--- src/common/mac_tx_pkg.sv ---
`default_nettype none

package mac_tx_pkg;

  ////////////////////////////////
  // Widths
  ////////////////////////////////
  typedef logic [63:0] xgmii_word_t;
  typedef logic [7:0]  xgmii_ctrl_t;
  typedef logic [7:0]  byte_keep_t;
  typedef logic [31:0] crc_t;
  typedef logic [47:0] mac_addr_t;
  typedef logic [15:0] eth_type_t;
  typedef logic [15:0] word_count_t;

  typedef enum logic [2:0] {
    IDLE,
    PREAMBLE,
    HEADER_A,
    HEADER_B,
    PAYLOAD,
    TAIL,
    GAP
  } builder_state_t;

  ////////////////////////////////
  // Control characters
  ////////////////////////////////
  localparam logic [7:0] XGMII_IDLE    = 8'h07;
  localparam logic [7:0] XGMII_START   = 8'hFB;
  localparam logic [7:0] XGMII_TERM    = 8'hFD;
  localparam logic [7:0] PREAMBLE_BYTE = 8'h55;
  localparam logic [7:0] SFD_BYTE      = 8'hD5;

  // Reflected CRC-32 as used for the Ethernet FCS
  localparam crc_t CRC_INIT           = 32'hFFFF_FFFF;
  localparam crc_t CRC_POLY_REFLECTED = 32'hEDB8_8320;
  localparam crc_t CRC_XOROUT         = 32'hFFFF_FFFF;

  // Idle words the builder inserts after each frame
  localparam int GAP_WORDS = 2;

endpackage

`default_nettype wire

--- src/design/xgmii_terminator.sv ---
`timescale 1ns/10ps
`default_nettype none

module xgmii_terminator (
  input  wire                       i_clk,
  input  wire                       i_rst,
  input  mac_tx_pkg::xgmii_word_t   i_word,
  input  mac_tx_pkg::xgmii_ctrl_t   i_ctrl,
  input  wire                       i_last,
  input  mac_tx_pkg::byte_keep_t    i_tail_keep,
  input  mac_tx_pkg::crc_t          i_crc,
  input  wire                       i_crc_done,
  output mac_tx_pkg::xgmii_word_t   o_xgmii_txd,
  output mac_tx_pkg::xgmii_ctrl_t   o_xgmii_txc
);
  import mac_tx_pkg::*;

  xgmii_word_t s1_word;
  xgmii_ctrl_t s1_ctrl;
  logic        s1_last;
  byte_keep_t  s1_keep;

  xgmii_word_t spill_word;
  xgmii_ctrl_t spill_ctrl;
  logic        spill_pending;

  logic [127:0] ext_word;
  logic [15:0]  ext_ctrl;
  logic [3:0]   n_data;

  ////////////////////////////////
  // Two words of lanes after the last frame byte
  ////////////////////////////////
  always_comb begin
    n_data   = 4'($countones(s1_keep));
    ext_word = {s1_word, {8{XGMII_IDLE}}};
    ext_ctrl = 16'h0000;
    for (int i = 0; i < 16; i++) begin
      if (i >= n_data + 4) begin
        ext_ctrl[15-i]       = 1'b1;
        ext_word[127-8*i -: 8] = (i == n_data + 4) ? XGMII_TERM : XGMII_IDLE;
      end else if (i >= n_data) begin
        // FCS goes out low byte first
        ext_word[127-8*i -: 8] = i_crc[8*(i-n_data) +: 8];
      end
    end
  end

  always_ff @(posedge i_clk or posedge i_rst) begin
    if (i_rst) begin
      s1_word       <= {8{XGMII_IDLE}};
      s1_ctrl       <= 8'hFF;
      s1_last       <= 1'b0;
      s1_keep       <= '0;
      spill_word    <= {8{XGMII_IDLE}};
      spill_ctrl    <= 8'hFF;
      spill_pending <= 1'b0;
      o_xgmii_txd   <= {8{XGMII_IDLE}};
      o_xgmii_txc   <= 8'hFF;
    end else begin
      s1_word <= i_word;
      s1_ctrl <= i_ctrl;
      s1_last <= i_last;
      s1_keep <= i_tail_keep;
      spill_pending <= 1'b0;
      if (s1_last && i_crc_done) begin
        o_xgmii_txd   <= ext_word[127:64];
        o_xgmii_txc   <= ext_ctrl[15:8];
        spill_word    <= ext_word[63:0];
        spill_ctrl    <= ext_ctrl[7:0];
        spill_pending <= 1'b1;
      end else if (spill_pending) begin
        // Overwrites the first gap word
        o_xgmii_txd <= spill_word;
        o_xgmii_txc <= spill_ctrl;
      end else begin
        o_xgmii_txd <= s1_word;
        o_xgmii_txc <= s1_ctrl;
      end
    end
  end

  function automatic logic ctrl_lanes_ok(xgmii_word_t txd, xgmii_ctrl_t txc);
    logic ok;
    logic [7:0] b;
    ok = 1'b1;
    for (int i = 0; i < 8; i++) begin
      b = txd[8*i +: 8];
      if (txc[i] && b != XGMII_IDLE && b != XGMII_START && b != XGMII_TERM) begin
        ok = 1'b0;
      end
    end
    return ok;
  endfunction

  a_ctrl_lanes: assert property (@(posedge i_clk) disable iff (i_rst)
    ctrl_lanes_ok(o_xgmii_txd, o_xgmii_txc));

endmodule

`default_nettype wire

--- config.mk ---
export PLATFORM = sky130hd
export DESIGN_NAME = xgmii_terminator
export DESIGN_NICKNAME = d
export VERILOG_FILES = /design/src/common/mac_tx_pkg.sv /design/src/design/xgmii_terminator.sv
export SDC_FILE = /design/constraint.sdc
export NUM_CORES = 1
export LEC_CHECK = 0
export BUFFER_PORTS_ARGS = -buffer_cell sky130_fd_sc_hd__buf_2
export CAP_MARGIN = 0
export CORE_MARGIN = 2
export CORE_UTILIZATION = 50
export CTS_CLUSTER_SIZE = 14
export DETAILED_ROUTE_END_ITERATION = 7
export PLACE_DENSITY = 0.73
export SKIP_LAST_GASP = 1
export SLEW_MARGIN = 20
export SYNTH_ARGS = -nofsm -noshare
export SYNTH_HDL_FRONTEND = slang
export SYNTH_SLANG_ARGS = --single-unit
--- constraint.sdc ---
create_clock -name i_clk -period 8.6 [get_ports i_clk]
set_input_delay 1.72 -clock i_clk [delete_from_list [all_inputs] [get_ports i_clk]]
set_output_delay 1.72 -clock i_clk [all_outputs]
set_load 0.05 [all_outputs]
==> impl_metrics.yaml <==
outcome:
  status: "finished clean"
synth:
  synth_top_cell_area_share_pct: 27.4
  yosysUniqueCellTypes: 75
  yosysSeqAreaShare_pct: 48.7
  synth_edf_count: 0
  synth_cells: 1116
  synthArstFlopShare_pct: 100
  avgSynthCellArea_um2: 10.6
  synth_top_cell_by_area: "dfrtp_1"
  synth_area_um2: 11900
  synthTopCellsByArea: "dfrtp_1, dfstp_2, mux4_2, mux2i_1, a21oi_1"
  synthesis.nets: 1255
  synthFlopType: "dfrtp_1"
  synth_commonest_cells: "dfrtp_1, nand2_1, a21oi_1, dfstp_2, nor2_1"
  synth-seq-cells: 226
  yosys_warnings: 0
  synth_most_common_cell: "dfrtp_1"
finish:
  nets: 1401
  drive_above_1_share_pct: 31.9
  syn2layout_area_growth_pct: 16.2
route:
  drtIter0Drc: 1245
  drt_pass1_iterations: 7
  vias_per_cell: 6.37
  vias: 10200
  antenna_left: 0
  drc_errors: 0
  routed_wl_mm: 36.6
  wl_per_cell_um: 22.9
sta:
  hold_viol: 0
  max_freq_ghz: 0.156
  fin_ws_ns: 2.21
  final-max-slew-violation-count: 0
  worstMarginPinSlew_ns: 1.17
  fin_crit_sh_pct: 74.3
  fin_tns_setup_ns: 0
  setup_violations: 0
  grt_setup_unrepaired: "false"
  period_needed_ns: 6.39
  fin_skew_ns: 0.0224
  fin_hold_ws_ns: 0.478
  relSlewSlack_pct: 21.1
clock_network:
  cts.sinks: 226
  tritoncts: "done"
  clk_pin_slew_ns: 0.06
  cts_root_buf: "clkbuf_16"
  cts_setup_buffers: 0
  clk_latency_ns: 0.53
  cts.path.max_buffers: 3
  htree_levels: 1
  cts_hold_buf: 0
  cts_resized: 0
  cts_buffers: 24
global_route:
  antenna_found_initial: 1
  grt_max_degree: 157
  grt_pass1_vias: 9635
  overflow: 0
  grt_use_total_pct: 28.8
  grt_pass1_wl_mm: 55.1
placed_design:
  hpwl_mm: 24.9
  place_ws_ns: 2.02
  gp_congestion: 0.950
  port_buffers: 187
run:
  cap_viol_max_count: 0
die:
  fp-row-count: 56
  design.die.area_um2: 25000
  core-area_um2: 23400
  start_util_pct: 50.7
  fp.dieW_um: 158
  fp.dieH_um: 158
  ioPinCount: 188
worst_setup_path:
  critPathRequiredTime_ns: 9.03
  crit_path_end_kind: "flop"
  path_class: "flop to flop"
  cp-start-kind: "flop"
  cp_max_fo: 29
  cp.arrival_ns: 6.83
pwr:
  clock_power_share_pct: 21.7
  comb_power_share_pct: 48.8
  power.total_mw: 4.78
  p_leak_nw: 5.75
  p_switching_mw: 2.10
  peakVddDrop_v: 0.000172
  cellPowerDensity_nw_per_um2: 347
  pwr-share-seq_pct: 29.6
  internal_power_mw: 2.69
  switching_share_pct: 43.8
hold_path:
  hp-class: "flop to flop"
layout make-up:
type / instances / area, um2
timing repair buffer: 198 / 1020
antenna: 1 / 2.50
tap: 319 / 399
sequential: 226 / 5780
clock inverter: 5 / 81.3
fill: 1990 / 9610
multi-input combinational: 777 / 5660
clock buffer: 39 / 708
inverter: 35 / 144
worst max-delay path, cell delays in order (launching register included):
cell and delay, ns:
dfrtp_1 0.34, inv_1 0.05, fa_1 0.54, fa_1 0.42
fa_1 0.44, inv_1 0.10, ha_4 0.14, inv_1 0.05
fa_1 0.60, xor2_2 0.63, inv_2 0.42, ha_1 0.69
nor3_1 0.85, a21oi_1 0.16, o21ai_1 0.46, a21oi_1 0.08
a221oi_1 0.29
placed cells by master, fill, tap and decap left out, types with 25 or more instances in the layout:
| master | n |
|---|---|
| nand3_1 | 35 |
| buf_2 | 187 |
| mux4_2 | 32 |
| dfstp_2 | 96 |
| mux2i_1 | 62 |
| nand2_1 | 114 |
| o21ai_0 | 27 |
| a221oi_1 | 28 |
| dfrtp_1 | 129 |
| clkbuf_16 | 25 |
| a21oi_1 | 114 |
| nor2_1 | 70 |
| inv_1 | 29 |
final timing paths:
path	start	end	slack, ns	cells after the start
worst min register to register	spill_word[25]$_DFFE_PP1P_	spill_word[25]$_DFFE_PP1P_	0.48	2
worst min-delay path	spill_word[25]$_DFFE_PP1P_	spill_word[25]$_DFFE_PP1P_	0.48	2
worst max register to register	s1_keep[0]$_DFF_PP0_	o_xgmii_txd[9]$_DFF_PP1_	2.21	16
worst max-delay path	s1_keep[0]$_DFF_PP0_	o_xgmii_txd[9]$_DFF_PP1_	2.21	16
max in group asynchronous	i_rst	spill_pending$_DFF_PP0_	5.69	3
min in group asynchronous	i_rst	s1_word[30]$_DFF_PP0_	1.34	2
state kept, by name, indices dropped and copies added (netlist names):
register / flops
o_xgmii_txd: 64
s1_word: 64
spill_word: 64
o_xgmii_txc: 8
s1_ctrl: 8
s1_keep: 8
spill_ctrl: 8
s1_last: 1
spill_pending: 1
power groups by stage:
| stage | registers (mW) | logic [mW] | clock network, mW |
|---|---|---|---|
| 4_1_cts | 1.41 | 2.28 | 1.05 |
| 5_1_grt | 1.43 | 2.48 | 1.10 |
| 2_1_floorplan | 1.69 | 1.39 | 0 |
| 3_3_place_gp | 1.43 | 2.25 | 0 |
| 6_report | 1.41 | 2.33 | 1.04 |
| 3_5_place_dp | 1.43 | 2.28 | 0 |
logic make-up after synthesis:
kind of cell,share of synthesized area (%)
AOI/OAI and AO/OA,21.6
xor gates and xnor gates,0.938
adders and majority gates,2.68
buffers and inverters,3.93
DFF,48.7
muxes,11.4
and+or+nand+nor,10.7
layer usage:
layer / wire, um / track usage (%)
met5: 0 / 0
met1: 14900 / 40.7
met2: 16500 / 43.1
met3: 3870 / 7.17
met4: 1340 / 10.7
stage by stage:
step | area, um2 | cells | util, %
detailed placement | 13000 | 1555 | 55.5
global placement | 13000 | 1555 | 55.5
floorplan | 11900 | 1116 | -
global route | 13800 | 1599 | 58.9
finish | 13800 | 1600 | 58.9
CTS | 13800 | 1599 | 58.9
(Power assumes the default switching activity.)
