## config.mk

```make
export PLATFORM = sky130hd
export DESIGN_NAME = crc32_engine
export DESIGN_NICKNAME = d
export VERILOG_FILES = /design/src/common/mac_tx_pkg.sv /design/src/crc/crc32_byte_lane.sv /design/src/crc/crc32_engine.sv
export SDC_FILE = /design/constraint.sdc
export NUM_CORES = 1
export LEC_CHECK = 0
export BUFFER_PORTS_ARGS = -buffer_cell sky130_fd_sc_hd__buf_2
export CORE_MARGIN = 10
export CORE_UTILIZATION = 64
export CTS_CLUSTER_DIAMETER = 100
export DETAILED_ROUTE_END_ITERATION = 7
export MAX_ROUTING_LAYER = met4
export PLACE_DENSITY = 0.84
export SYNTH_ARGS = -nofsm -noshare
export SYNTH_HDL_FRONTEND = slang
export SYNTH_SLANG_ARGS = --single-unit
```

## constraint.sdc

```tcl
create_clock -name i_clk -period 11.42 [get_ports i_clk]
set_input_delay 1.142 -clock i_clk [delete_from_list [all_inputs] [get_ports i_clk]]
set_output_delay 1.142 -clock i_clk [all_outputs]
set_load 0.01 [all_outputs]
```

## src/common/mac_tx_pkg.sv

```systemverilog
`default_nettype none

package mac_tx_pkg;

  ////////////////////////////////
  // Widths
  ////////////////////////////////
  typedef logic [63:0] xgmii_word_t;
  typedef logic [7:0]  xgmii_ctrl_t;
  typedef logic [7:0]  byte_keep_t;
  typedef logic [31:0] crc_t;
  typedef logic [47:0] mac_addr_t;
  typedef logic [15:0] eth_type_t;
  typedef logic [15:0] word_count_t;

  typedef enum logic [2:0] {
    IDLE,
    PREAMBLE,
    HEADER_A,
    HEADER_B,
    PAYLOAD,
    TAIL,
    GAP
  } builder_state_t;

  ////////////////////////////////
  // Control characters
  ////////////////////////////////
  localparam logic [7:0] XGMII_IDLE    = 8'h07;
  localparam logic [7:0] XGMII_START   = 8'hFB;
  localparam logic [7:0] XGMII_TERM    = 8'hFD;
  localparam logic [7:0] PREAMBLE_BYTE = 8'h55;
  localparam logic [7:0] SFD_BYTE      = 8'hD5;

  // Reflected CRC-32 as used for the Ethernet FCS
  localparam crc_t CRC_INIT           = 32'hFFFF_FFFF;
  localparam crc_t CRC_POLY_REFLECTED = 32'hEDB8_8320;
  localparam crc_t CRC_XOROUT         = 32'hFFFF_FFFF;

  // Idle words the builder inserts after each frame
  localparam int GAP_WORDS = 2;

endpackage

`default_nettype wire

```

## src/crc/crc32_byte_lane.sv

```systemverilog
`timescale 1ns/10ps
`default_nettype none

module crc32_byte_lane (
  input  mac_tx_pkg::crc_t i_crc,
  input  wire [7:0]        i_byte,
  input  wire              i_en,
  output mac_tx_pkg::crc_t o_crc
);
  import mac_tx_pkg::*;

  crc_t step;

  // Data enters LSB first, one shift per bit
  always_comb begin
    step = i_crc ^ {24'h000000, i_byte};
    for (int b = 0; b < 8; b++) begin
      if (step[0]) begin
        step = (step >> 1) ^ CRC_POLY_REFLECTED;
      end else begin
        step = step >> 1;
      end
    end
    o_crc = i_en ? step : i_crc;
  end

endmodule

`default_nettype wire

```

## src/crc/crc32_engine.sv

```systemverilog
`timescale 1ns/10ps
`default_nettype none

module crc32_engine (
  input  wire                       i_clk,
  input  wire                       i_rst,
  input  mac_tx_pkg::xgmii_word_t   i_word,
  input  mac_tx_pkg::byte_keep_t    i_crc_keep,
  input  wire                       i_crc_first,
  output mac_tx_pkg::crc_t          o_crc,
  output logic                      o_crc_done
);
  import mac_tx_pkg::*;

  crc_t chain [9];
  crc_t crc_q;
  logic busy;

  assign chain[0] = i_crc_first ? CRC_INIT : crc_q;

  // Lane 0 takes the first byte on the wire, bits 63:56
  for (genvar g = 0; g < 8; g++) begin : g_lane
    crc32_byte_lane u_lane (
      .i_crc  (chain[g]),
      .i_byte (i_word[63-8*g -: 8]),
      .i_en   (i_crc_keep[7-g]),
      .o_crc  (chain[g+1])
    );
  end

  always_ff @(posedge i_clk or posedge i_rst) begin
    if (i_rst) begin
      crc_q <= CRC_INIT;
      busy  <= 1'b0;
    end else begin
      busy <= (i_crc_keep != '0);
      if (i_crc_keep != '0) begin
        crc_q <= chain[8];
      end
    end
  end

  // The word after the last one never carries CRC lanes
  assign o_crc      = crc_q ^ CRC_XOROUT;
  assign o_crc_done = busy && (i_crc_keep == '0);

endmodule

`default_nettype wire

```

==> results, run 1 <==
- The run finished with clean final reports.
- The count of buffers inserted at the top-level ports is 107.
- The routability congestion estimate is 1.024.
- The initial utilization of the core area, before any placement, comes to 0.6508.
- The number of buffers on the longest clock path is 2.
- After the last flow step, the layout net total stands at 1818.
- At the later pin of the worst-skew pair, clock insertion delay measures 0.28 ns.
- The number of flops mapped to enable cells by yosys is 0.
- The core region is 21820 um^2.
- The routed length per placed instance is 24.14 um.
- Of the post-synthesis cell area, the dominant cell type holds 0.1832.
- In the final layout, the share of cells above drive strength 1 is 0.1766.
- Setup total negative slack on the finished layout was measured at 0 ns.
- The repair_antennas step left the layout with diodes totalling 0.
- The signal arrival time at the worst endpoint is 11.09 ns.
- Detailed placement finished with a half-perimeter wire length of 39.73 mm.
- For this design, the sink count on the clock tree is 33.
- The share of async-settable or async-resettable flops after synthesis is 1.000.
- The library cell appearing most often on the critical path is xnor3_1.
- The largest stage delay on the critical path is 0.61 ns.
- The net count of the mapped netlist is 1741.
- In this run, post-CTS hold repair placed 0 buffers.
- During I/O placement, the number of pins put on the boundary was 108.
- The final-report max-slew violation count is 0.
- In this run, distinct cell masters in the synthesized netlist total 101.
- Across all layers, the routed design uses 13630 vias.
- The synthesized design contains 33 register bits.
- The cell type contributing the most total cell area after synthesis is xnor2_1.
- Setup repair after global routing left no endpoint under its margin.
- The detail route stage leaves a number of antenna-violating nets equal to 0.
- The global-route wire length before repair is 75.09 mm.
- TritonCTS built the clock tree.
- During synthesis, Yosys emitted a total of 0 warnings.
- The clock period minus worst slack is 10.89 ns.
- For the pin with the worst max-slew slack, the measured transition is 1.074 ns.
- In this run the horizontal extent of the chip is 169.0 um.
- Entering global routing, the biggest net connects 66 pins.
- The total DRC errors in the routed layout is 0.
- The final setup violation count is 0.
- The aggregate global routing overflow is 0.
- The startpoint kind of the worst setup timing path is a primary input.
- Static timing analysis puts the maximum clock frequency at 91.83 MHz.
- The number of placement rows is 54.
- The critical path capture point type is a register.
- Along the worst path, the maximum fanout reaches 36.
- In the routed layout, each cell is associated on average with a via count of 6.732.
- The DRC marker count from the first detailed-route iteration is 1682.
- In this run the mean area of a mapped cell was 8.525 um^2.
- The via count of the first global-routing pass is 13080.
- Max-cap violations in this run came to 0.
- The number of antenna violations at the first check in global routing was 0.
- The setup fix buffers added after clock tree synthesis is 0.
- The share of the Yosys chip area taken by registers is 0.06096.
- The number of instances in the synthesized netlist is 1666.
- The worst min-delay path class is reg2reg.
- The floorplan step set the die height to 169.0 um.
- The total of cells resized after clock tree synthesis is 0.
- The clock root buffer is clkbuf_16.
- After synthesis the cells add up to 14200 um^2.
- The total routed wirelength is 48.86 mm.
- In this run the number of H-tree levels came out at 2.
- Clock skew on the completed layout was measured at 0.006681 ns.
- The total routing usage reported by global routing is 0.3363.
- Data on the critical path is required at its endpoint by 11.63 ns.
- For this run, the leading register cell type out of synthesis is dfstp_2.
- From synthesis to final layout, the design area changed by 7.612%.
- In the finished design, the share of the clock period the worst path needs comes to 0.9536.
- The count of endpoints failing hold in the final timing report came to 0.
- The number of detailed-route iterations in the first pass is 5.
- The cell type of the slowest stage on the worst timing path is xnor3_1.
- The setup path with the least slack is of type in2reg.
- The clock transition time at the flip-flop clock pins of the worst setup and hold paths is 0.06 ns.
- The die area is 28550 um^2.
- The number of clock buffers added by TritonCTS is 5.
- Yosys attributes the largest share of cell area to xnor2_1 (18%), xnor3_1 (13%), xor2_1 (6.4%), dfstp_2 (5.9%), mux2i_1 (5.1%).
- Headroom to the max-slew limit came out at 0.2840.
[area by class of cell]
cell class	count	area, um^2
multi-input cells	1484	12720
clock buffers	7	142.6
well taps	280	350.3
flip-flops and latches	33	865.8
clock inverters	1	30.03
fillers	1805	6540
inverters	55	206.4
repair buffers	164	963.4
[final timing paths]
path	start	end	slack, ns	depth (start not counted)
worst min-delay path	crc_q[9]	crc_q[9]	0.50	2
worst max register to register	crc_q[2]	crc_q[18]	0.94	29
worst max-delay path	i_crc_first	crc_q[20]	0.53	29
worst min register to register	crc_q[9]	crc_q[9]	0.50	2
max in group asynchronous	i_rst	crc_q[16]	9.81	3
min in group asynchronous	i_rst	crc_q[12]	1.23	2
[per-layer routing]
layer  vias up  routed length, um  GRT usage
met5         -                  0          -
met4         0               2078     0.1260
met3       124               4526    0.04145
met2       756              22720     0.5358
met1      6528              19540     0.4295
li1       6218                  -          -
[flip-flops by register name, indices dropped and copies added, names as in the netlist]
register	flops
busy	1
crc_q	32
[layout by cell type (no fill, tap or decap), drive strengths merged, types with 21 or more instances in the layout]
cell type / netlist / final
mux2: 24 / 24
buf: 31 / 164
dfstp: 32 / 32
nor3: 35 / 35
mux2i: 78 / 78
or3: 21 / 21
inv: 52 / 52
a31oi: 26 / 26
o211ai: 29 / 29
and2: 22 / 22
xnor2: 319 / 319
nand2: 82 / 82
xnor3: 85 / 85
xor2: 110 / 110
nor2: 146 / 146
a211oi: 22 / 22
o21ai: 76 / 76
nand3: 35 / 35
a21oi: 82 / 82
[synth_stat cells, types with 7 or more instances]
master,n
o211ai_1,29
a21o_1,17
or2_2,11
a21oi_1,79
xnor2_2,19
xnor3_1,85
nor4_1,13
a31oi_1,24
o21a_1,16
clkbuf_1,63
a211oi_1,21
a221o_1,13
dfstp_2,32
a311o_1,7
mux2i_1,73
xor2_1,104
o21ai_1,7
nor2_1,145
nand2_1,82
o2111ai_1,11
o211a_1,17
xor3_1,18
a211o_1,10
nand3_1,35
or3_1,21
buf_2,8
o21ai_0,67
and2_1,22
and3_1,10
xnor2_1,297
buf_1,13
nor3_1,35
mux2_2,23
nand4_1,9
o22ai_1,10
inv_1,50
[cell families (layout without fill, tap and decap cells)]
group                  Yosys count  in the layout  share of synthesized area
flip-flops                      33             33                    0.06096
AO/OA/AOI/OAI                  433            433                     0.2270
buffers and inverters          149            227                    0.04405
multiplexers                   102            102                    0.07744
XOR/XNOR                       533            533                     0.4500
AND/OR/NAND/NOR                416            416                     0.1405
[metrics by stage]
step           hold WS (ns)  cell area, um^2  cells  utilization  setup WS (ns)
2_1_floorplan        0.4659            14200   1666            -          1.563
3_3_place_gp         0.4884            15100   2016       0.6918         0.5838
3_5_place_dp         0.4940            15100   2016       0.6918         0.4203
4_1_cts              0.5012            15270   2024       0.6997         0.6809
5_1_grt              0.5485            15280   2024       0.7003       0.004720
6_report             0.5027            15280   2024       0.7003         0.5303
[critical path: cells and delay by family]
family / cells / cell delay, ns
compound gates: 7 / 2.74
xor+xnor: 12 / 3.88
buf+inv: 2 / 0.53
mux: 3 / 1.00
simple gates: 5 / 1.80
Power of run 1 is left out: the tool's default activity adds up to more than one toggle a clock period on the data nets, which glitch-free logic cannot reach.
==> run 2, diff against run 1 <==
--- a/config.mk
+++ b/config.mk
@@ -7,11 +7,11 @@
 export LEC_CHECK = 0
 export BUFFER_PORTS_ARGS = -buffer_cell sky130_fd_sc_hd__buf_2
 export CORE_MARGIN = 10
-export CORE_UTILIZATION = 64
+export CORE_UTILIZATION = 60
 export CTS_CLUSTER_DIAMETER = 100
 export DETAILED_ROUTE_END_ITERATION = 7
-export MAX_ROUTING_LAYER = met4
-export PLACE_DENSITY = 0.84
+export PLACE_DENSITY = 0.8
+export RECOVER_POWER = 50
 export SYNTH_ARGS = -nofsm -noshare
 export SYNTH_HDL_FRONTEND = slang
 export SYNTH_SLANG_ARGS = --single-unit
==> run 2 against run 1 <==
Effect of this change:
- the flow now finishes with violations (capacitance limit, slew limit)
- clock skew fell by 0.0022 ns
- flip-flop and latch count did not move
- first-iteration DRC count fell by 11%
- core utilization fell by 5.1 points
- register-to-register slack improved by 0.06 ns
- non-clock buffer count fell by 15
- fmax rose by 0.21%
- global-route usage fell by 3.8 points
- sequential share of layout area barely moved
- final area fell by 0.52%
- wire length fell by 2.5%
- critical path type unchanged
- critical endpoint unchanged
- largest cell class unchanged
- highest routed layer unchanged
==> results, run 2 (same netlist as run 1, synthesis figures left out) <==
- Status: complete, but fails checks (was completed).
- The checks that failed: capacitance limit, slew limit.
- The maximum fanout count along the critical path was 50 (was 36).
- The global-route wire length before repair came to 72.95 mm (was 75.09 mm).
- The count of endpoints failing hold in the final timing report is 0 (unchanged).
- The number of max-cap violations was 1 (was 0).
- The starting density of the core is 0.6069 (was 0.6508).
- The total DRC errors in the routed layout is 0 (unchanged).
- The maximum number of pins on one net before global-route repair was 59 (was 66).
- The placed wire-length estimate after detailed placement is 38.60 mm (was 39.73 mm).
- The startpoint kind of the worst setup timing path is a primary input (unchanged).
- The final-report max-slew violation count is 34 (was 0).
- The clock period minus worst slack was 10.87 ns (was 10.89 ns).
- The clock tree from TritonCTS is done (unchanged).
- The via total after detailed routing is 13400 (was 13630).
- The slew at the pin closest to its max-slew limit came to 1.683 ns (was 1.074 ns).
- The final period utilization came to 0.9516 (was 0.9536).
- The cell type of the slowest stage on the worst timing path is xnor3_1 (unchanged).
- The final setup skew came to 0.004489 ns (was 0.006681 ns).
- The aggregate global routing overflow was 0 (unchanged).
- The floorplan die height is 173.9 um (was 169.0 um).
- The minimum setup slack in the final design is 0.5532 ns (was 0.5303 ns).
- The hold slack was 0.5281 ns (was 0.5027 ns).
- The clock root buffer is clkbuf_16 (unchanged).
- The number of placement rows came to 56 (was 54).
- The number of buffers on the longest clock path is 2 (unchanged).
- The number of antenna violations at the first check in global routing is 0 (unchanged).
- The ratio of cells with drive above 1 in the final layout is 0.1603 (was 0.1766).
- The CTS H-tree depth is 2 (unchanged).
- The width of the chip is 173.9 um (was 169.0 um).
- The via count of the first global-routing pass was 12760 (was 13080).
- The worst min-delay path class is reg2reg (unchanged).
- The setup fix buffers added after clock tree synthesis is 0 (unchanged).
- The critical path capture point type is a register (unchanged).
- The post-synthesis to final-layout area growth came to 7.057% (was 7.612%).
- Top flop regs: crc_q x32, busy x1 (unchanged).
- The TritonCTS sink count was 33 (unchanged).
- The number of nets still failing antenna checks after routing is 0 (unchanged).
- The clock buffer count from CTS is 5 (unchanged).
- The number of flip-flops under the largest register name is 32 (unchanged).
- Most frequent cells in the layout: xnor2_1 (294), nor2_1 (145), buf_2 (107) (was xnor2_1 (296), nor2_1 (145), buf_2 (107)).
- The count of buffers inserted at the top-level ports is 107 (unchanged).
- The total routing usage reported by global routing is 0.2984 (was 0.3363).
- The routability congestion estimate is 1.002 (was 1.024).
- The die area came to 30220 um^2 (was 28550 um^2).
- The diode insertion count for antenna repair is 0 (unchanged).
- The relative slew slack came to -0.1223 (was 0.2840).
- The I/O pin count is 108 (unchanged).
- The signal arrival time at the worst endpoint is 11.06 ns (was 11.09 ns).
- The average via count per standard cell was 6.545 (was 6.732).
- The critical path start-end classification is in2reg (unchanged).
- The setup total negative slack came to 0 ns (unchanged).
- The final setup violation count was 0 (unchanged).
- The clock transition time at the flip-flop clock pins of the worst setup and hold paths is 0.05 ns (was 0.06 ns).
- The routed length per placed instance came to 23.27 um (was 24.14 um).
- The total number of nets in the final design is 1803 (was 1818).
- The clock network latency to the later pin of the worst-skew pair is 0.28 ns (about the same).
- The area of the core came to 23400 um^2 (was 21820 um^2).
- The post-route cell area is 15200 um^2 (was 15280 um^2).
- The largest stage delay on the critical path is 0.60 ns (was 0.61 ns).
- The total cell area at the placement stage is 15050 um^2 (was 15100 um^2).
- Setup repair after global routing missed its margin: false (unchanged).
- The DRC marker count from the first detailed-route iteration is 1504 (was 1682).
- The library cell appearing most often on the critical path is xnor3_1 (unchanged).
- The maximum operating frequency is 92.02 MHz (was 91.83 MHz).
- The number of detailed-route iterations in the first pass was 8 (was 5).
- The data required time at the worst endpoint came to 11.62 ns (was 11.63 ns).
- The worst setup slack before clock tree synthesis was 0.3482 ns (was 0.4203 ns).
- The largest register by flop count was crc_q (unchanged).
- The total routed wirelength is 47.63 mm (was 48.86 mm).
- The most common cell after layout, fill and taps aside is xnor2_1 (unchanged).
==> run 2: cell types whose count changed in the layout (fill, tap and decap cells not counted), moves of 2 or more <==
cell     before  now
xnor2_2      20   22
xnor2_1     296  294
dfstp_1       0   16
dfstp_2      32   16
buf_4        57   40
==> run 2: cell type report <==
cell class              instances  area, um^2
multi-input cells            1484       12740
fillers                      2069        8198
flip-flops and latches         33       865.8
repair buffers                149       859.6
well taps                     319       399.1
inverters                      55       206.4
clock buffers                   6       128.9
clock inverters                 1       5.005
==> run 2: critical path, delay by kind of cell <==
| kind | cells | cell delay, ns |
|---|---|---|
| xor+xnor | 12 | 3.80 |
| buf+inv | 2 | 0.50 |
| simple gates | 4 | 1.62 |
| mux | 3 | 1.10 |
| compound gates | 8 | 2.87 |
==> run 2: metrics by stage <==
step,util,std cells
final,0.6497,2047
after global routing,0.6497,2047
after CTS,0.6486,2047
after detailed placement,0.6429,2040
after global placement,0.6429,2040
after floorplan,-,1666
==> run 2: final timing paths <==
| kind | startpoint | endpoint | slack (ns) | depth (start not counted) |
|---|---|---|---|---|
| setup reg to reg | crc_q[0] | crc_q[20] | 1.00 | 28 |
| hold reg to reg | crc_q[9] | crc_q[9] | 0.53 | 2 |
| hold / removal | crc_q[9] | crc_q[9] | 0.53 | 2 |
| min in group asynchronous | i_rst | busy | 1.47 | 3 |
| max in group asynchronous | i_rst | busy | 8.99 | 3 |
| setup / recovery | i_crc_first | crc_q[20] | 0.55 | 29 |
==> run 2: repair_timing <==
item	4_1_cts	5_1_grt
setup endpoints to repair	0	4
gates resized for setup	0	4
hold buffers	0	0
==> run 2: per-layer routing <==
metal,GRT usage,vias up,wire length [um]
li1,-,6159,-
met1,0.3984,6418,19860
met2,0.4917,695,21920
met3,0.02396,126,3836
met4,0.1133,0,2004
met5,0,-,0
Power of run 2 is left out for the same reason.
==> run 3, diff against run 2 <==
==> constraint.sdc (replaced) <==
create_clock -name i_clk -period 11.42 [get_ports i_clk]
set_input_delay 2.284 -clock i_clk [delete_from_list [all_inputs] [get_ports i_clk]]
set_output_delay 2.284 -clock i_clk [all_outputs]
set_load 0.01 [all_outputs]
==> run 3 against run 2 <==
Effect of this change:
- the flow still finishes with violations (capacitance limit, slew limit)
- clock-buffer cell count shrank 1
- flip-flop and latch count unchanged
- critical path depth up 1
- sequential share of layout area fell by 0.29 points
- wire length grew 5.1%
- register-to-register slack gained 0.70 ns
- clock skew grew 0.0047 ns
- global-route usage up 1.4 points
==> results, run 3 (same netlist as run 1, synthesis figures left out) <==
- The post-synthesis to final-layout area growth is 12.75% (was 7.057%).
- The cell type of the slowest stage on the worst timing path is or4_4 (was xnor3_1).
- The clock network latency to the later pin of the worst-skew pair is 0.28 ns (about the same).
- The critical path capture point type is a register (unchanged).
- The clock buffer count from CTS is 5 (unchanged).
- The diode insertion count for antenna repair is 0 (unchanged).
- The area of the core is 23400 um^2 (unchanged).
- The number of placement rows is 56 (unchanged).
- The final-report max-slew violation count was 34 (unchanged).
- The via total after detailed routing is 13750 (was 13400).
- The width of the chip came to 173.9 um (unchanged).
- The relative slew slack is -0.1629 (was -0.1223).
- The met3 routed wirelength is 4.315 mm (was 3.836 mm).
- The hold slack came to 0.5571 ns (was 0.5281 ns).
- The clock tree from TritonCTS is done (unchanged).
- The critical path start-end classification is in2reg (unchanged).
- The routed length per placed instance is 23.62 um (was 23.27 um).
- The clock transition time at the flip-flop clock pins of the worst setup and hold paths came to 0.05 ns (about the same).
- The total number of nets in the final design is 1874 (was 1803).
- The maximum number of pins on one net before global-route repair is 59 (unchanged).
- The clock root buffer was clkbuf_16 (unchanged).
- The floorplan die height is 173.9 um (unchanged).
- The average via count per standard cell is 6.489 (was 6.545).
- The multi-input combinational cell area is 12990 um^2 (was 12740 um^2).
- The most common cell after layout, fill and taps aside is xnor2_1 (unchanged).
- The signal arrival time at the worst endpoint came to 11.35 ns (was 11.06 ns).
- The maximum operating frequency is 89.68 MHz (was 92.02 MHz).
- The total routed wirelength was 50.06 mm (was 47.63 mm).
- The count of endpoints failing hold in the final timing report is 0 (unchanged).
- The largest register by flop count is crc_q (unchanged).
- The final setup skew is 0.009146 ns (was 0.004489 ns).
- The data required time at the worst endpoint is 11.62 ns (about the same).
- Most frequent cells in the layout: xnor2_1 (287), nor2_1 (145), buf_4 (112) (was xnor2_1 (294), nor2_1 (145), buf_2 (107)).
- The startpoint kind of the worst setup timing path is a primary input (unchanged).
- The slew at the pin closest to its max-slew limit is 1.744 ns (was 1.683 ns).
- The starting density of the core is 0.6069 (unchanged).
- The number of antenna violations at the first check in global routing was 0 (unchanged).
- Violated checks: capacitance limit, slew limit (unchanged).
- The CTS H-tree depth is 2 (unchanged).
- The placed wire-length estimate after detailed placement is 40.80 mm (was 38.60 mm).
- The aggregate global routing overflow is 0 (unchanged).
- The routed length on met2 is 23.00 mm (was 21.92 mm).
- The maximum fanout count along the critical path is 9 (was 50).
- The number of detailed-route iterations in the first pass is 6 (was 8).
- The total routing usage reported by global routing is 0.3121 (was 0.2984).
- The sequential standard cell area is 865.8 um^2 (unchanged).
- Top flop regs: crc_q x32, busy x1 (unchanged).
- The global-route wire length before repair is 75.90 mm (was 72.95 mm).
- The post-placement cell count came to 2094 (was 2040).
- The non-filler instance count after layout is 2119 (was 2047).
- The detailed-routing wirelength on met1 is 20.73 mm (was 19.86 mm).
- The final setup violation count came to 0 (unchanged).
- The via count of the first global-routing pass is 12990 (was 12760).
- The core occupancy in the finished layout was 0.6842 (was 0.6497).
- The final period utilization is 0.9764 (was 0.9516).
- The total DRC errors in the routed layout came to 0 (unchanged).
- The routability congestion estimate is 1.013 (was 1.002).
- The number of flip-flops under the largest register name is 32 (unchanged).
- The count of buffers inserted at the top-level ports was 107 (unchanged).
- The fill cell instance count of the final layout is 2025 (was 2069).
- The I/O pin count is 108 (unchanged).
- The ratio of cells with drive above 1 in the final layout is 0.2122 (was 0.1603).
- Status: complete, but fails checks (unchanged).
- The clock period minus worst slack is 11.15 ns (was 10.87 ns).
- The number of nets still failing antenna checks after routing is 0 (unchanged).
- The die area is 30220 um^2 (unchanged).
- The largest stage delay on the critical path was 0.56 ns (was 0.60 ns).
- The worst min-delay path class is reg2reg (unchanged).
- The DRC marker count from the first detailed-route iteration came to 1628 (was 1504).
- The number of buffers on the longest clock path is 2 (unchanged).
- The number of hold-repair buffers added at the cts stage came to 0 (unchanged).
- The highest metal layer with signal wires is met4 (unchanged).
- The TritonCTS sink count was 33 (unchanged).
- The number of max-cap violations is 1 (unchanged).
==> run 3: metal layers <==
layer / GRT usage / vias to the layer above
li1: - / 6327
met3: 0.03376 / 114
met1: 0.4176 / 6584
met4: 0.1176 / 0
met5: 0 / -
met2: 0.5068 / 726
==> run 3: cell type report <==
cell class / instances / area share
flip-flops and latches: 33 / 0.05407
clock buffers: 5 / 0.007814
repair buffers: 220 / 0.08650
well taps: 319 / 0.02493
clock inverters: 3 / 0.002891
multi-input cells: 1484 / 0.8109
inverters: 55 / 0.01289
==> run 3: final timing paths <==
kind                                  from        end  slack [ns]  depth (start not counted)
worst max-delay path            i_word[58]  crc_q[18]        0.27                         30
worst min-delay path             crc_q[24]  crc_q[24]        0.56                          2
worst max register to register    crc_q[2]  crc_q[18]        1.70                         29
min in group asynchronous            i_rst       busy        2.63                          3
max in group asynchronous            i_rst       busy        7.79                          3
worst min register to register   crc_q[24]  crc_q[24]        0.56                          2
==> run 3: critical path: cells and delay by family <==
kind / cells / cell delay, ns
xor gates and xnor gates: 16 / 5.00
AOI/OAI and AO/OA: 8 / 2.17
muxes: 3 / 0.93
and+or+nand+nor: 1 / 0.56
buffers and inverters: 2 / 0.40
==> run 3: what timing repair did <==
action,CTS,global route
buffers inserted,0,17
endpoints found under the hold margin,0,0
endpoints found under the setup margin,19,30
gates cloned,0,0
resized for setup,5,48
pin swaps,0,9
==> run 3: through the flow <==
stage                     instance area (um^2)  worst slack, ns  TNS [ns]
final                                    16010           0.2690         0
after detailed placement                 15440          -0.6137    -8.386
after floorplan                          14200           0.4212         0
after global routing                     16010         -0.08463   -0.2059
after CTS                                15650          0.02477         0
after global placement                   15440          -0.4672    -4.683
Power of run 3 is left out for the same reason.
