`src/common/mac_tx_pkg.sv`:
```
`default_nettype none

package mac_tx_pkg;

  ////////////////////////////////
  // Widths
  ////////////////////////////////
  typedef logic [63:0] xgmii_word_t;
  typedef logic [7:0]  xgmii_ctrl_t;
  typedef logic [7:0]  byte_keep_t;
  typedef logic [31:0] crc_t;
  typedef logic [47:0] mac_addr_t;
  typedef logic [15:0] eth_type_t;
  typedef logic [15:0] word_count_t;

  typedef enum logic [2:0] {
    IDLE,
    PREAMBLE,
    HEADER_A,
    HEADER_B,
    PAYLOAD,
    TAIL,
    GAP
  } builder_state_t;

  ////////////////////////////////
  // Control characters
  ////////////////////////////////
  localparam logic [7:0] XGMII_IDLE    = 8'h07;
  localparam logic [7:0] XGMII_START   = 8'hFB;
  localparam logic [7:0] XGMII_TERM    = 8'hFD;
  localparam logic [7:0] PREAMBLE_BYTE = 8'h55;
  localparam logic [7:0] SFD_BYTE      = 8'hD5;

  // Reflected CRC-32 as used for the Ethernet FCS
  localparam crc_t CRC_INIT           = 32'hFFFF_FFFF;
  localparam crc_t CRC_POLY_REFLECTED = 32'hEDB8_8320;
  localparam crc_t CRC_XOROUT         = 32'hFFFF_FFFF;

  // Idle words the builder inserts after each frame
  localparam int GAP_WORDS = 2;

endpackage

`default_nettype wire

```
`src/design/tx_frame_builder.sv`:
```
`timescale 1ns/10ps
`default_nettype none

module tx_frame_builder #(
  parameter mac_tx_pkg::mac_addr_t P_SRC_MAC = 48'h00_00_00_00_00_00,
  parameter mac_tx_pkg::mac_addr_t P_DST_MAC = 48'h00_00_00_00_00_00
) (
  input  wire                       i_clk,
  input  wire                       i_rst,
  input  wire                       i_desc_valid,
  input  mac_tx_pkg::word_count_t   i_desc_words,
  input  mac_tx_pkg::byte_keep_t    i_desc_tail_keep,
  input  mac_tx_pkg::eth_type_t     i_desc_type,
  output logic                      o_desc_pop,
  output logic                      o_word_rd,
  input  mac_tx_pkg::xgmii_word_t   i_word,
  output mac_tx_pkg::xgmii_word_t   o_word,
  output mac_tx_pkg::xgmii_ctrl_t   o_ctrl,
  output mac_tx_pkg::byte_keep_t    o_crc_keep,
  output logic                      o_crc_first,
  output logic                      o_last,
  output mac_tx_pkg::byte_keep_t    o_tail_keep
);
  import mac_tx_pkg::*;

  builder_state_t state;
  word_count_t    words;
  word_count_t    idx;
  byte_keep_t     tail_keep;
  eth_type_t      eth_type;
  xgmii_word_t    prev;
  logic [1:0]     gap_cnt;
  logic           single_byte_tail;
  logic           more_words;

  // Tail of one byte leaves nothing for an extra shifted word
  assign single_byte_tail = (tail_keep == 8'h80);
  assign more_words = (word_count_t'(idx + 16'd1) < words);

  assign o_desc_pop = (state == IDLE) && i_desc_valid;
  assign o_word_rd  = (state == PREAMBLE) ||
                      ((state == HEADER_B) && (words > 16'd1)) ||
                      ((state == PAYLOAD) && more_words);

  always_ff @(posedge i_clk) begin
    if (o_desc_pop) begin
      words     <= i_desc_words;
      tail_keep <= i_desc_tail_keep;
      eth_type  <= i_desc_type;
    end
    if (state == HEADER_B || state == PAYLOAD) begin
      prev <= i_word;
    end
  end

  always_ff @(posedge i_clk or posedge i_rst) begin
    if (i_rst) begin
      state       <= IDLE;
      idx         <= '0;
      gap_cnt     <= '0;
      o_word      <= {8{XGMII_IDLE}};
      o_ctrl      <= 8'hFF;
      o_crc_keep  <= '0;
      o_crc_first <= 1'b0;
      o_last      <= 1'b0;
      o_tail_keep <= '0;
    end else begin
      o_word      <= {8{XGMII_IDLE}};
      o_ctrl      <= 8'hFF;
      o_crc_keep  <= '0;
      o_crc_first <= 1'b0;
      o_last      <= 1'b0;
      o_tail_keep <= '0;
      case (state)
        IDLE: begin
          if (i_desc_valid) begin
            state <= PREAMBLE;
          end
        end
        PREAMBLE: begin
          o_word <= {XGMII_START, {7{PREAMBLE_BYTE}}};
          o_ctrl <= 8'h80;
          state  <= HEADER_A;
        end
        HEADER_A: begin
          o_word      <= {SFD_BYTE, P_DST_MAC, P_SRC_MAC[47:40]};
          o_ctrl      <= 8'h00;
          o_crc_keep  <= 8'h7F;
          o_crc_first <= 1'b1;
          state       <= HEADER_B;
        end
        HEADER_B: begin
          o_word     <= {P_SRC_MAC[39:0], eth_type, i_word[63:56]};
          o_ctrl     <= 8'h00;
          o_crc_keep <= 8'hFF;
          idx        <= 16'd1;
          if (words == 16'd1 && single_byte_tail) begin
            o_last      <= 1'b1;
            o_tail_keep <= 8'hFF;
            state       <= GAP;
          end else if (words == 16'd1) begin
            state <= TAIL;
          end else begin
            state <= PAYLOAD;
          end
        end
        PAYLOAD: begin
          o_word     <= {prev[55:0], i_word[63:56]};
          o_ctrl     <= 8'h00;
          o_crc_keep <= 8'hFF;
          idx        <= idx + 16'd1;
          if (!more_words && single_byte_tail) begin
            o_last      <= 1'b1;
            o_tail_keep <= 8'hFF;
            state       <= GAP;
          end else if (!more_words) begin
            state <= TAIL;
          end
        end
        TAIL: begin
          // Bytes 1..7 of the last stored word, one lane earlier
          o_word      <= {prev[55:0], 8'h00};
          o_ctrl      <= 8'h00;
          o_crc_keep  <= tail_keep << 1;
          o_last      <= 1'b1;
          o_tail_keep <= tail_keep << 1;
          state       <= GAP;
        end
        GAP: begin
          gap_cnt <= gap_cnt + 2'd1;
          if (gap_cnt == 2'(GAP_WORDS - 1)) begin
            gap_cnt <= '0;
            state   <= IDLE;
          end
        end
        default: state <= IDLE;
      endcase
    end
  end

  a_keep_contiguous: assert property (@(posedge i_clk) disable iff (i_rst)
    ((o_crc_keep + (o_crc_keep & (~o_crc_keep + 8'd1))) & o_crc_keep) == 8'h00);

endmodule

`default_nettype wire

```
`config.mk`:
```
export PLATFORM = sky130hd
export DESIGN_NAME = tx_frame_builder
export DESIGN_NICKNAME = d
export VERILOG_FILES = /design/src/common/mac_tx_pkg.sv /design/src/design/tx_frame_builder.sv
export SDC_FILE = /design/constraint.sdc
export NUM_CORES = 1
export LEC_CHECK = 0
export ABC_CLOCK_PERIOD_IN_PS = 12800
export BUFFER_PORTS_ARGS = -buffer_cell sky130_fd_sc_hd__buf_4
export CAP_MARGIN = 30
export CORE_ASPECT_RATIO = 0.5
export CORE_UTILIZATION = 57
export DETAILED_ROUTE_END_ITERATION = 6
export HOLD_SLACK_MARGIN = 0.03
export PLACE_DENSITY_LB_ADDON = 0.2
export SKIP_LAST_GASP = 1
export SLEW_MARGIN = 20
export SYNTH_ARGS = -nofsm -noshare
export SYNTH_HDL_FRONTEND = slang
export SYNTH_SLANG_ARGS = --single-unit
export TNS_END_PERCENT = 1
```
`constraint.sdc`:
```
create_clock -name i_clk -period 12.8 [get_ports i_clk]
set_input_delay 1.92 -clock i_clk [delete_from_list [all_inputs] [get_ports i_clk]]
set_output_delay 1.92 -clock i_clk [all_outputs]
set_load 0.02 [all_outputs]
```
==> summary.md, run 1 <==
| Metric | Value |
|---|---|
| Worst-Margin Slew | `906 ps` |
| Core area | `0.0130 mm2` |
| Skew-Pair Late Insertion Delay | `470 ps` |
| Leak | `4.54 nW` |
| Maximum clock rate | `0.185 GHz` |
| Total wire length | `16.8 mm` |
| Ys async rst share | `0.522` |
| Share of layout cells above drive strength 1 | `0.374` |
| TritonCTS clock tree | `done` |
| Detail Placement HPWL | `11.4 mm` |
| Die area | `0.0141 mm2` |
| GP Congestion | `0.891` |
| Total iterations of the first detailed-routing run | `5` |
| Pwr/cell area | `232 mW/mm2` |
| Tot GR Track Use | `0.244` |
| Max Cap Violations | `0` |
| Crit path kind | `flop to primary output` |
| Unique cell type count in the Yosys netlist | `61` |
| Bufs on Longest Clock Path | `3` |
| Max VDD drop | `0.138 mV` |
| R2r setup slk | `9600 ps` |
| Status | `completed` |
| WP data arrival | `3490 ps` |
| Final Power | `2.32 mW` |
| I/O Pins | `199` |
| Final #Nets | `858` |
| Sink Count | `201` |
| Synth Cell Area | `0.00774 mm2` |
| Leading cell types in the layout, fill and taps excluded | `203 x buf_4, 96 x edfxtp_1, 79 x dfrtp_1, 30 x a21o_1, 28 x nand2_1` |
| Routed wire per std cell | `18.4 um` |
| Vias in the first global route | `5061` |
| Hold Crit Start | `prev[17]` |
| Syn Area/Cell | `14.3 um2` |
| Ant diodes | `0` |
| Worst Path Max Fanout | `6` |
| CTS clk-pin slew, worst paths | `60 ps` |
| Worst Skew | `11.5 ps` |
| Net Count, Synth | `667` |
| Synth Instances | `542` |
| Commonest non-fill, non-tap cell in the layout | `buf_4` |
| Worst R2R End | `o_word[7]` |
| Worst-path cell chain | `ha_1, nand2_1, nor2_1, nand3_1, xnor2_1, ha_1, and4_1, a21oi_1, o211ai_1, or2_1, o21ai_0, buf_4` |
| Most common cell on crit path | `ha_1` |
| DRT antenna net count | `0` |
| WP buf/inv | `1` |
| DRC viols | `0` |
| Beginning of the worst register-to-register path | `state[1]` |
| Worst setup SP type | `flop` |
| Hold crit path type | `flop to flop` |
| Worst hold path stage count | `1` |
| Max incr delay on CP | `440 ps` |
| Vias per inst | `5.49` |
| CP required | `10880 ps` |
| Die Span Y | `84.4 um` |
| Max-slew violation count | `0` |
| Ys flop type | `edfxtp_1` |
| GRT Residual Overflow | `0` |
| Worst setup EP type | `primary output` |
| Synth-to-Final Area Change | `29.1%` |
| Top Metal Used | `met4` |
| Post-layout min period | `5410 ps` |
| Hold Vio Cnt, Final | `0` |
| CTS hold repair buffers | `0` |
| Post-synth EDFFs | `96` |
| WHS Endpoint | `o_word[25]` |
| Metal2 WL | `8.29 mm` |
| Input/output buffers | `198` |
| RSZ-0062 raised after global routing | `no` |
| Delay-heaviest family, CP | `simple AND/OR/NAND/NOR gates` |
| Die span in x | `167 um` |
| Slew HR | `0.394` |
| Met3 WL post-DR | `1.10 mm` |
| Critical-path top delay cell | `dfrtp_1` |
| Largest net degree at the start of global routing | `62` |
| # Post-CTS Setup Buffers | `0` |
| Fin cells | `915` |
| Cts repair resizes | `0` |
| Root buffer cell | `clkbuf_16` |
| WL met1 | `7.27 mm` |
| Initial antenna violation count | `0` |
| Post-synthesis sequential area ratio | `0.716` |
| Setup tns final | `0 ps` |
| Pre-CTS WS | `7910 ps` |
| YS warnings | `0` |
| Placed cells | `883` |
| Final setup viols | `0` |
| Rows | `29` |
| Inserted Clock Buffers | `18` |
| Yosys reg bits | `201` |
| Routed vias | `5020` |
| Fin worst setup slack | `7390 ps` |
| First-pass GRT wire length | `26.5 mm` |
| H-tree levels | `1` |
| Starting Density | `0.598` |
| Worst Reg-to-Reg Cells | `6` |
| DRT iter0 DRCs | `448` |
| Final period util | `0.423` |
-- worst reg2reg max path, stage by stage, from the launching register on --
cell     delay (ps)
dfrtp_1         830
inv_1           430
ha_1            640
nor2b_1         240
buf_4           230
nor2_1          540
and2_1          240
-- cell usage after synthesis, drive strengths merged, types with 2 or more instances --
| master | count | area (um2) |
|---|---|---|
| o22ai | 6 | 43.8 |
| nand3 | 17 | 90.1 |
| clkbuf | 10 | 38.8 |
| a22oi | 7 | 52.6 |
| o31ai | 4 | 30.0 |
| nand2 | 29 | 111 |
| a21o | 30 | 225 |
| nor4b | 2 | 17.5 |
| o2111ai | 2 | 23.8 |
| nand4 | 2 | 12.5 |
| or2 | 3 | 18.8 |
| nor2b | 3 | 18.8 |
| xor2 | 3 | 26.3 |
| xnor2 | 12 | 105 |
| nor4 | 5 | 31.3 |
| o211ai | 3 | 27.5 |
| a221o | 6 | 60.1 |
| a21boi | 3 | 22.5 |
| ha | 18 | 225 |
| and3 | 16 | 100 |
| or3 | 2 | 12.5 |
| dfrtp | 79 | 1980 |
| edfxtp | 96 | 2880 |
| and2 | 6 | 40.0 |
| nand2b | 3 | 18.8 |
| nor3 | 5 | 52.6 |
| nor2 | 21 | 91.3 |
| a21oi | 19 | 95.1 |
| inv | 28 | 105 |
| a41oi | 2 | 17.5 |
| buf | 23 | 141 |
| dfstp | 26 | 683 |
| a22o | 10 | 87.6 |
| o21ai | 30 | 150 |
-- kinds of logic after synthesis --
| logic type | synth area share |
|---|---|
| AOI/OAI and AO/OA | 0.115 |
| adders and majority gates | 0.0291 |
| DFF | 0.716 |
| xor gates and xnor gates | 0.0170 |
| buffers and inverters | 0.0375 |
| and+or+nand+nor | 0.0852 |
-- metal layers --
layer  up-vias  global-route usage
li1       2340                   -
met1      2458               0.334
met3        21              0.0476
met4         0              0.0497
met5         -                   0
met2       201               0.412
-- area by class of cell --
class,count,area [um2]
repair buffers,204,1540
flip-flops and latches,201,5540
well taps,170,213
clock inverters,10,160
multi-input cells,279,1920
clock buffers,22,507
fillers,788,2960
inverters,29,113
-- through the flow --
step	cell area (um2)	utilization	hold slack, ps
after detailed placement	9330	0.720	436
after global routing	10000	0.772	470
final	10000	0.772	451
after floorplan	7740	-	426
after global placement	9310	0.719	429
after CTS	10000	0.772	453
-- registers in the layout (all words and copies together) (netlist names) --
register,count
state,3
o_crc_first,1
gap_cnt,2
o_last,1
words,16
o_crc_keep,8
prev,56
tail_keep,8
eth_type,16
o_ctrl,2
idx,16
o_tail_keep,8
o_word,64
-- power breakdown --
part | total, mW | internal (mW) | switching [mW]
Clock | 0.593 | 0.364 | 0.229
Combinational | 0.742 | 0.303 | 0.439
Sequential | 0.985 | 0.912 | 0.0723
-- worst max path at each step --
stage	start	endpoint	slack [ps]	cells after the start
after detailed placement	idx[0]	o_word_rd	7910	12
after floorplan	i_desc_valid	o_desc_pop	4270	1
after CTS	idx[0]	o_word_rd	7390	12
final	idx[0]	o_word_rd	7390	12
after global routing	idx[0]	o_word_rd	7170	12
after global placement	idx[0]	o_word_rd	8000	12
(Power assumes the default switching activity.)
==> run 2, diff against run 1 <==
Settings changed: ABC_CLOCK_PERIOD_IN_PS 12800 to 5400, CORE_UTILIZATION 57 to 53.
Clock period 12.8 ns to 5.4 ns, I/O delays scaled along.
==> run 2 against run 1 <==
Final cell count rose by 2.4%. Sequential share of layout area is 0.43 points higher. Global-route usage is 2.6 points lower. Critical path depth unchanged. Largest power group unchanged. Highest routed layer unchanged. Combinational power grew 130%.
==> summary.md, run 2 (same netlist as run 1, synthesis figures left out) <==
| Metric | Value |
|---|---|
| Synth-to-Final Area Change | `28.1%` |
| TritonCTS clock tree | `done` |
| DRT antenna net count | `0 (unchanged)` |
| WP data arrival | `3530 ps (+40 ps)` |
| Pwr/cell area | `529 mW/mm2 (+130%)` |
| Bufs on Longest Clock Path | `3 (unchanged)` |
| CTS clk-pin slew, worst paths | `70 ps (about the same)` |
| Tot GR Track Use | `0.218 (-0.0259)` |
| RSZ-0062 raised after global routing | `no` |
| Largest register FFs | `64 (unchanged)` |
| DRT iter0 DRCs | `362 (-19%)` |
| Hold crit path type | `primary input to asynchronous set/reset pin` |
| Worst-path cell chain | `ha_1, nand2_1, nor3_1, nand3_1, xnor2_1, ha_1, and2_1, nand2_1, o211ai_1, or2_1, o21ai_0, buf_4` |
| Largest register by flop count | `o_word` |
| Maximum clock rate | `0.230 GHz` |
| CTS hold repair buffers | `0 (unchanged)` |
| Biggest regs | `o_word x64, prev x56` |
| Commonest non-fill, non-tap cell in the layout | `buf_4` |
| Input/output buffers | `198 (unchanged)` |
| Root buffer cell | `clkbuf_16` |
| Fillers | `983 (+25%)` |
| Total iterations of the first detailed-routing run | `4 (-1)` |
| Final setup viols | `0 (unchanged)` |
| Die Span Y | `87.5 um (+3.6%)` |
| Post-layout util | `0.714 (-0.0574)` |
| Worst-Margin Slew | `908 ps (+1.15 ps)` |
| Die span in x | `173 um (+3.7%)` |
| CP required | `4590 ps (-6290 ps)` |
| Ant diodes | `0 (unchanged)` |
| First-pass GRT wire length | `25.2 mm (-4.9%)` |
| Max VDD drop | `0.256 mV (+85%)` |
| Final Cell Area | `0.00992 mm2 (-0.76%)` |
| Leak | `4.49 nW (-1.0%)` |
| GP Congestion | `0.842 (-5.6%)` |
| Die area | `0.0151 mm2 (+7.4%)` |
| # Post-CTS Setup Buffers | `0 (unchanged)` |
| Share of layout cells above drive strength 1 | `0.365 (-0.00940)` |
| Starting Density | `0.557 (-0.0402)` |
| Skew-Pair Late Insertion Delay | `480 ps (about the same)` |
| Cell Int Power | `3.53 mW (+120%)` |
| Final Power | `5.24 mW (+130%)` |
| I/O Pins | `199 (unchanged)` |
| Crit path from | `idx[0]` |
| Beginning of the worst register-to-register path | `state[1]` |
| Fin worst setup slack | `1060 ps (-6330 ps)` |
| GRT Residual Overflow | `0 (unchanged)` |
| Clock Power Share | `0.225 (-0.031)` |
| DRC viols | `0 (unchanged)` |
| Sw frac | `0.326 (+0.00714)` |
| Crit path kind | `flop to primary output` |
| Hold Vio Cnt, Final | `0 (unchanged)` |
| Detail Placement HPWL | `11.6 mm (+1.8%)` |
| Inserted Clock Buffers | `18 (unchanged)` |
| Worst Path Max Fanout | `6 (unchanged)` |
| Worst setup EP type | `primary output` |
| H-tree levels | `1 (unchanged)` |
| Worst setup SP type | `flop` |
| Area post-placement | `0.00935 mm2 (+0.17%)` |
| Core area | `0.0139 mm2 (+7.2%)` |
| Max-slew violation count | `0 (unchanged)` |
| Slew HR | `0.394 (-0.000768)` |
| Vias per inst | `5.28 (-3.7%)` |
| Leading cell types in the layout, fill and taps excluded | `203 x buf_4, 96 x edfxtp_1, 79 x dfrtp_1, 30 x a21o_1, 28 x nand2_1` |
| Delay-heaviest family, CP | `simple AND/OR/NAND/NOR gates` |
| Worst Skew | `13.2 ps (+1.71 ps)` |
| Max incr delay on CP | `460 ps (+20 ps)` |
| Sequential share of power | `0.444 (+0.020)` |
| Routed vias | `4949 (-1.4%)` |
| Net Sw Power | `1.71 mW (+130%)` |
| Cts repair resizes | `0 (unchanged)` |
| Final period util | `0.804` |
| Sink Count | `201 (unchanged)` |
| Max Cap Violations | `0 (unchanged)` |
| WP buf/inv | `1 (unchanged)` |
| Post-layout min period | `4340 ps` |
| Fin cells | `937 (+2.4%)` |
| Status | `completed` |
| Largest net degree at the start of global routing | `77 (+24%)` |
| Total wire length | `16.5 mm (-1.8%)` |
| Initial antenna violation count | `0 (unchanged)` |
| Fin Hold WS | `334 ps (-117 ps)` |
| Combinational power share | `0.331 (+0.011)` |
| Setup tns final | `0 ps (unchanged)` |
| Placed cells | `904 (+2.4%)` |
| Pre-CTS WS | `1560 ps (-6350 ps)` |
| Final #Nets | `858 (unchanged)` |
| Vias in the first global route | `4729 (-6.6%)` |
| Rows | `30 (+3.4%)` |
| Routed wire per std cell | `17.7 um (-4.1%)` |
| Critical-path top delay cell | `nor3_1` |
run 2: cell type report:
cell class,instances,area [um2],share of cell area
clock buffer,27,514,0.0518
clock inverter,5,32.5,0.00328
inverter,29,113,0.0114
multi-input combinational,279,1930,0.194
sequential,201,5540,0.559
tap,192,240,0.0242
timing repair buffer,204,1550,0.156
run 2: worst paths after layout:
check / to / slack [ps] / depth (start not counted)
worst max register to register: o_word[63] / 2230 / 5
worst min-delay path: o_word[38] / 330 / 2
worst min register to register: o_word[34] / 450 / 1
worst max-delay path: o_word_rd / 1060 / 12
min in group i_clk: o_word[34] / 450 / 1
max in group asynchronous: o_word[17] / 3980 / 4
run 2: metal layers:
layer / track usage / wire [um] / share of wire / up-vias
li1: - / - / - / 2334
met1: 0.316 / 7640 / 0.46 / 2430
met2: 0.352 / 7820 / 0.47 / 169
met3: 0.0397 / 914 / 0.055 / 16
met4: 0.0394 / 179 / 0.011 / 0
met5: 0 / 0 / 0 / -
run 2: power groups by stage:
| stage | clock network (mW) | registers (mW) | logic [mW] |
|---|---|---|---|
| final | 1.18 | 2.33 | 1.74 |
| after global routing | 1.27 | 2.37 | 1.87 |
| after CTS | 1.21 | 2.33 | 1.75 |
| after detailed placement | 0 | 2.36 | 1.74 |
| after global placement | 0 | 2.34 | 1.72 |
| after floorplan | 0 | 2.68 | 0.713 |
==> run 3, diff against run 2 <==
Settings changed: ABC_CLOCK_PERIOD_IN_PS 5400 to 3850, CORE_UTILIZATION 53 to 48.
Clock period 5.4 ns to 3.85 ns, I/O delays scaled along.
==> run 3 against run 2 <==
Total power is 46% higher. Clock skew is 5.2 ps higher. Highest routed layer unchanged. Utilization decreased by 5.8 points. Register-to-register slack got worse by 1200 ps. Final area increased by 3.1%.
==> summary.md, run 3 (same netlist as run 1, synthesis figures left out) <==
| Metric | Value |
|---|---|
| Total iterations of the first detailed-routing run | `4 (unchanged)` |
| Vias in the first global route | `4822 (+2.0%)` |
| Status | `completed` |
| Max-slew violation count | `0 (unchanged)` |
| Fin cells | `968 (+3.3%)` |
| Detail Placement HPWL | `11.3 mm (-2.5%)` |
| Fin worst setup slack | `108 ps (-951 ps)` |
| Leading cell types in the layout, fill and taps excluded | `221 x buf_4, 96 x edfxtp_1, 75 x dfrtp_1, 30 x a21o_1` |
| Area post-placement | `0.00942 mm2 (+0.83%)` |
| Rows | `32 (+6.7%)` |
| Placed cells | `921 (+1.9%)` |
| Crit path kind | `flop to primary output` |
| Worst setup EP type | `primary output` |
| Pwr/cell area | `747 mW/mm2 (+41%)` |
| CP required | `3270 ps (-1320 ps)` |
| Final Cell Area | `0.0102 mm2 (+3.1%)` |
| WP data arrival | `3160 ps (-370 ps)` |
| Maximum clock rate | `0.267 GHz` |
| First-pass GRT wire length | `25.8 mm (+2.2%)` |
| Die Span Y | `91.8 um (+5.0%)` |
| DRT iter0 DRCs | `318 (-12%)` |
| Worst setup SP type | `flop` |
| Starting Density | `0.497 (-0.0604)` |
| Core area | `0.0156 mm2 (+12%)` |
| Crit path from | `idx[4]` |
| Worst-path cell chain | `nand3_4, nor3_4, nand2_1, xnor2_1, ha_1, and3_2, a221oi_4, o22ai_4, or2_1, o21ai_1, buf_4` |
| Tot GR Track Use | `0.203 (-0.0148)` |
| Ant diodes | `0 (unchanged)` |
| Pre-CTS WS | `276 ps (-1280 ps)` |
| H-tree levels | `1 (unchanged)` |
| Max incr delay on CP | `430 ps (-30 ps)` |
| Post-layout min period | `3740 ps` |
| Final #Nets | `877 (+2.2%)` |
| Root buffer cell | `clkbuf_16` |
| CTS clk-pin slew, worst paths | `70 ps (about the same)` |
| Die area | `0.0167 mm2 (+10%)` |
| Post-layout util | `0.656 (-0.0579)` |
| RSZ-0062 raised after global routing | `no` |
| Inserted Clock Buffers | `18 (unchanged)` |
| Biggest regs | `o_word x64, prev x56` |
| Hold crit path type | `primary input to asynchronous set/reset pin` |
| GP Congestion | `0.827 (-1.7%)` |
| Beginning of the worst register-to-register path | `idx[4]` |
| Slew HR | `0.453 (+0.0594)` |
| Largest net degree at the start of global routing | `55 (-29%)` |
| Share of layout cells above drive strength 1 | `0.403 (+0.0380)` |
| Final period util | `0.972` |
| Worst Skew | `18.5 ps (+5.23 ps)` |
| Commonest non-fill, non-tap cell in the layout | `buf_4` |
| Critical-path top delay cell | `dfrtp_1` |
| Worst Path Max Fanout | `5 (-1)` |
| Hold Vio Cnt, Final | `0 (unchanged)` |
| Final Power | `7.64 mW (+46%)` |
| Sink Count | `201 (unchanged)` |
| DRC viols | `0 (unchanged)` |
| Bufs on Longest Clock Path | `3 (unchanged)` |
| DRT antenna net count | `0 (unchanged)` |
| GRT Residual Overflow | `0 (unchanged)` |
| Largest register FFs | `64 (unchanged)` |
| Skew-Pair Late Insertion Delay | `490 ps (about the same)` |
| Max Cap Violations | `0 (unchanged)` |
| Initial antenna violation count | `0 (unchanged)` |
| Routed wire per std cell | `17.5 um (-0.66%)` |
| Max VDD drop | `0.527 mV (+110%)` |
| TritonCTS clock tree | `done` |
| Leak | `4.64 nW (+3.4%)` |
| Total wire length | `17.0 mm (+2.6%)` |
| Routed vias | `4988 (+0.79%)` |
| Input/output buffers | `198 (unchanged)` |
| Vias per inst | `5.15 (-2.4%)` |
| Die span in x | `182 um (+5.0%)` |
| Final setup viols | `0 (unchanged)` |
| Worst-Margin Slew | `819 ps (-89.0 ps)` |
| Synth-to-Final Area Change | `32.0%` |
| I/O Pins | `199 (unchanged)` |
| Largest register by flop count | `o_word` |
==> run 3: metal layers <==
layer	up-vias	GRT usage	wire, um	part of all wire
li1	2382	-	-	-
met1	2426	0.287	7740	0.46
met2	155	0.329	8080	0.48
met3	25	0.0361	857	0.050
met4	0	0.0466	299	0.018
met5	-	0	0	0
==> run 3: final timing paths <==
kind / slack [ps] / end / cells past startpoint
worst max-delay path: 110 / o_word_rd / 11
worst min-delay path: 210 / o_word[55] / 2
worst max register to register: 1050 / o_tail_keep[5] / 12
worst min register to register: 450 / o_word[46] / 1
max in group asynchronous: 2830 / o_word[25] / 3
min in group i_clk: 260 / prev[10] / 1
==> run 3: worst max-delay path: cells and delay by family, from the launching register on <==
kind | cells | cell delay [ps]
and+or+nand+nor | 5 | 990
AOI/OAI and AO/OA | 3 | 640
DFF | 1 | 430
adders and majority gates | 1 | 280
xor gates and xnor gates | 1 | 200
buffers and inverters | 1 | 160
==> run 3: timing repair <==
item / 4_1_cts / 5_1_grt
hold endpoints to repair: 0 / 0
hold buffers: 0 / 0
setup buffers: 6 / 9
setup endpoints to repair: 1 / 1
pin swaps: 2 / 13
gates resized for setup: 6 / 16
==> run 3: power breakdown <==
group,switching [mW],internal (mW),leakage [nW],total (mW)
logic,1.50,1.07,2.19,2.56
clock network,0.767,1.04,0.286,1.81
registers,0.225,3.04,2.17,3.26
==> run 3: area by class of cell <==
cell class	count	area [um2]
clock buffers	24	493
inverters	29	113
repair buffers	223	1700
fillers	1133	5350
multi-input cells	279	2010
well taps	204	255
clock inverters	8	105
flip-flops and latches	201	5550
==> run 3: metrics by stage <==
step	setup TNS, ps	hold slack (ps)
detailed placement	0	432
global placement	0	429
floorplan	-63.1	426
CTS	0	225
finish	0	208
global route	0	237
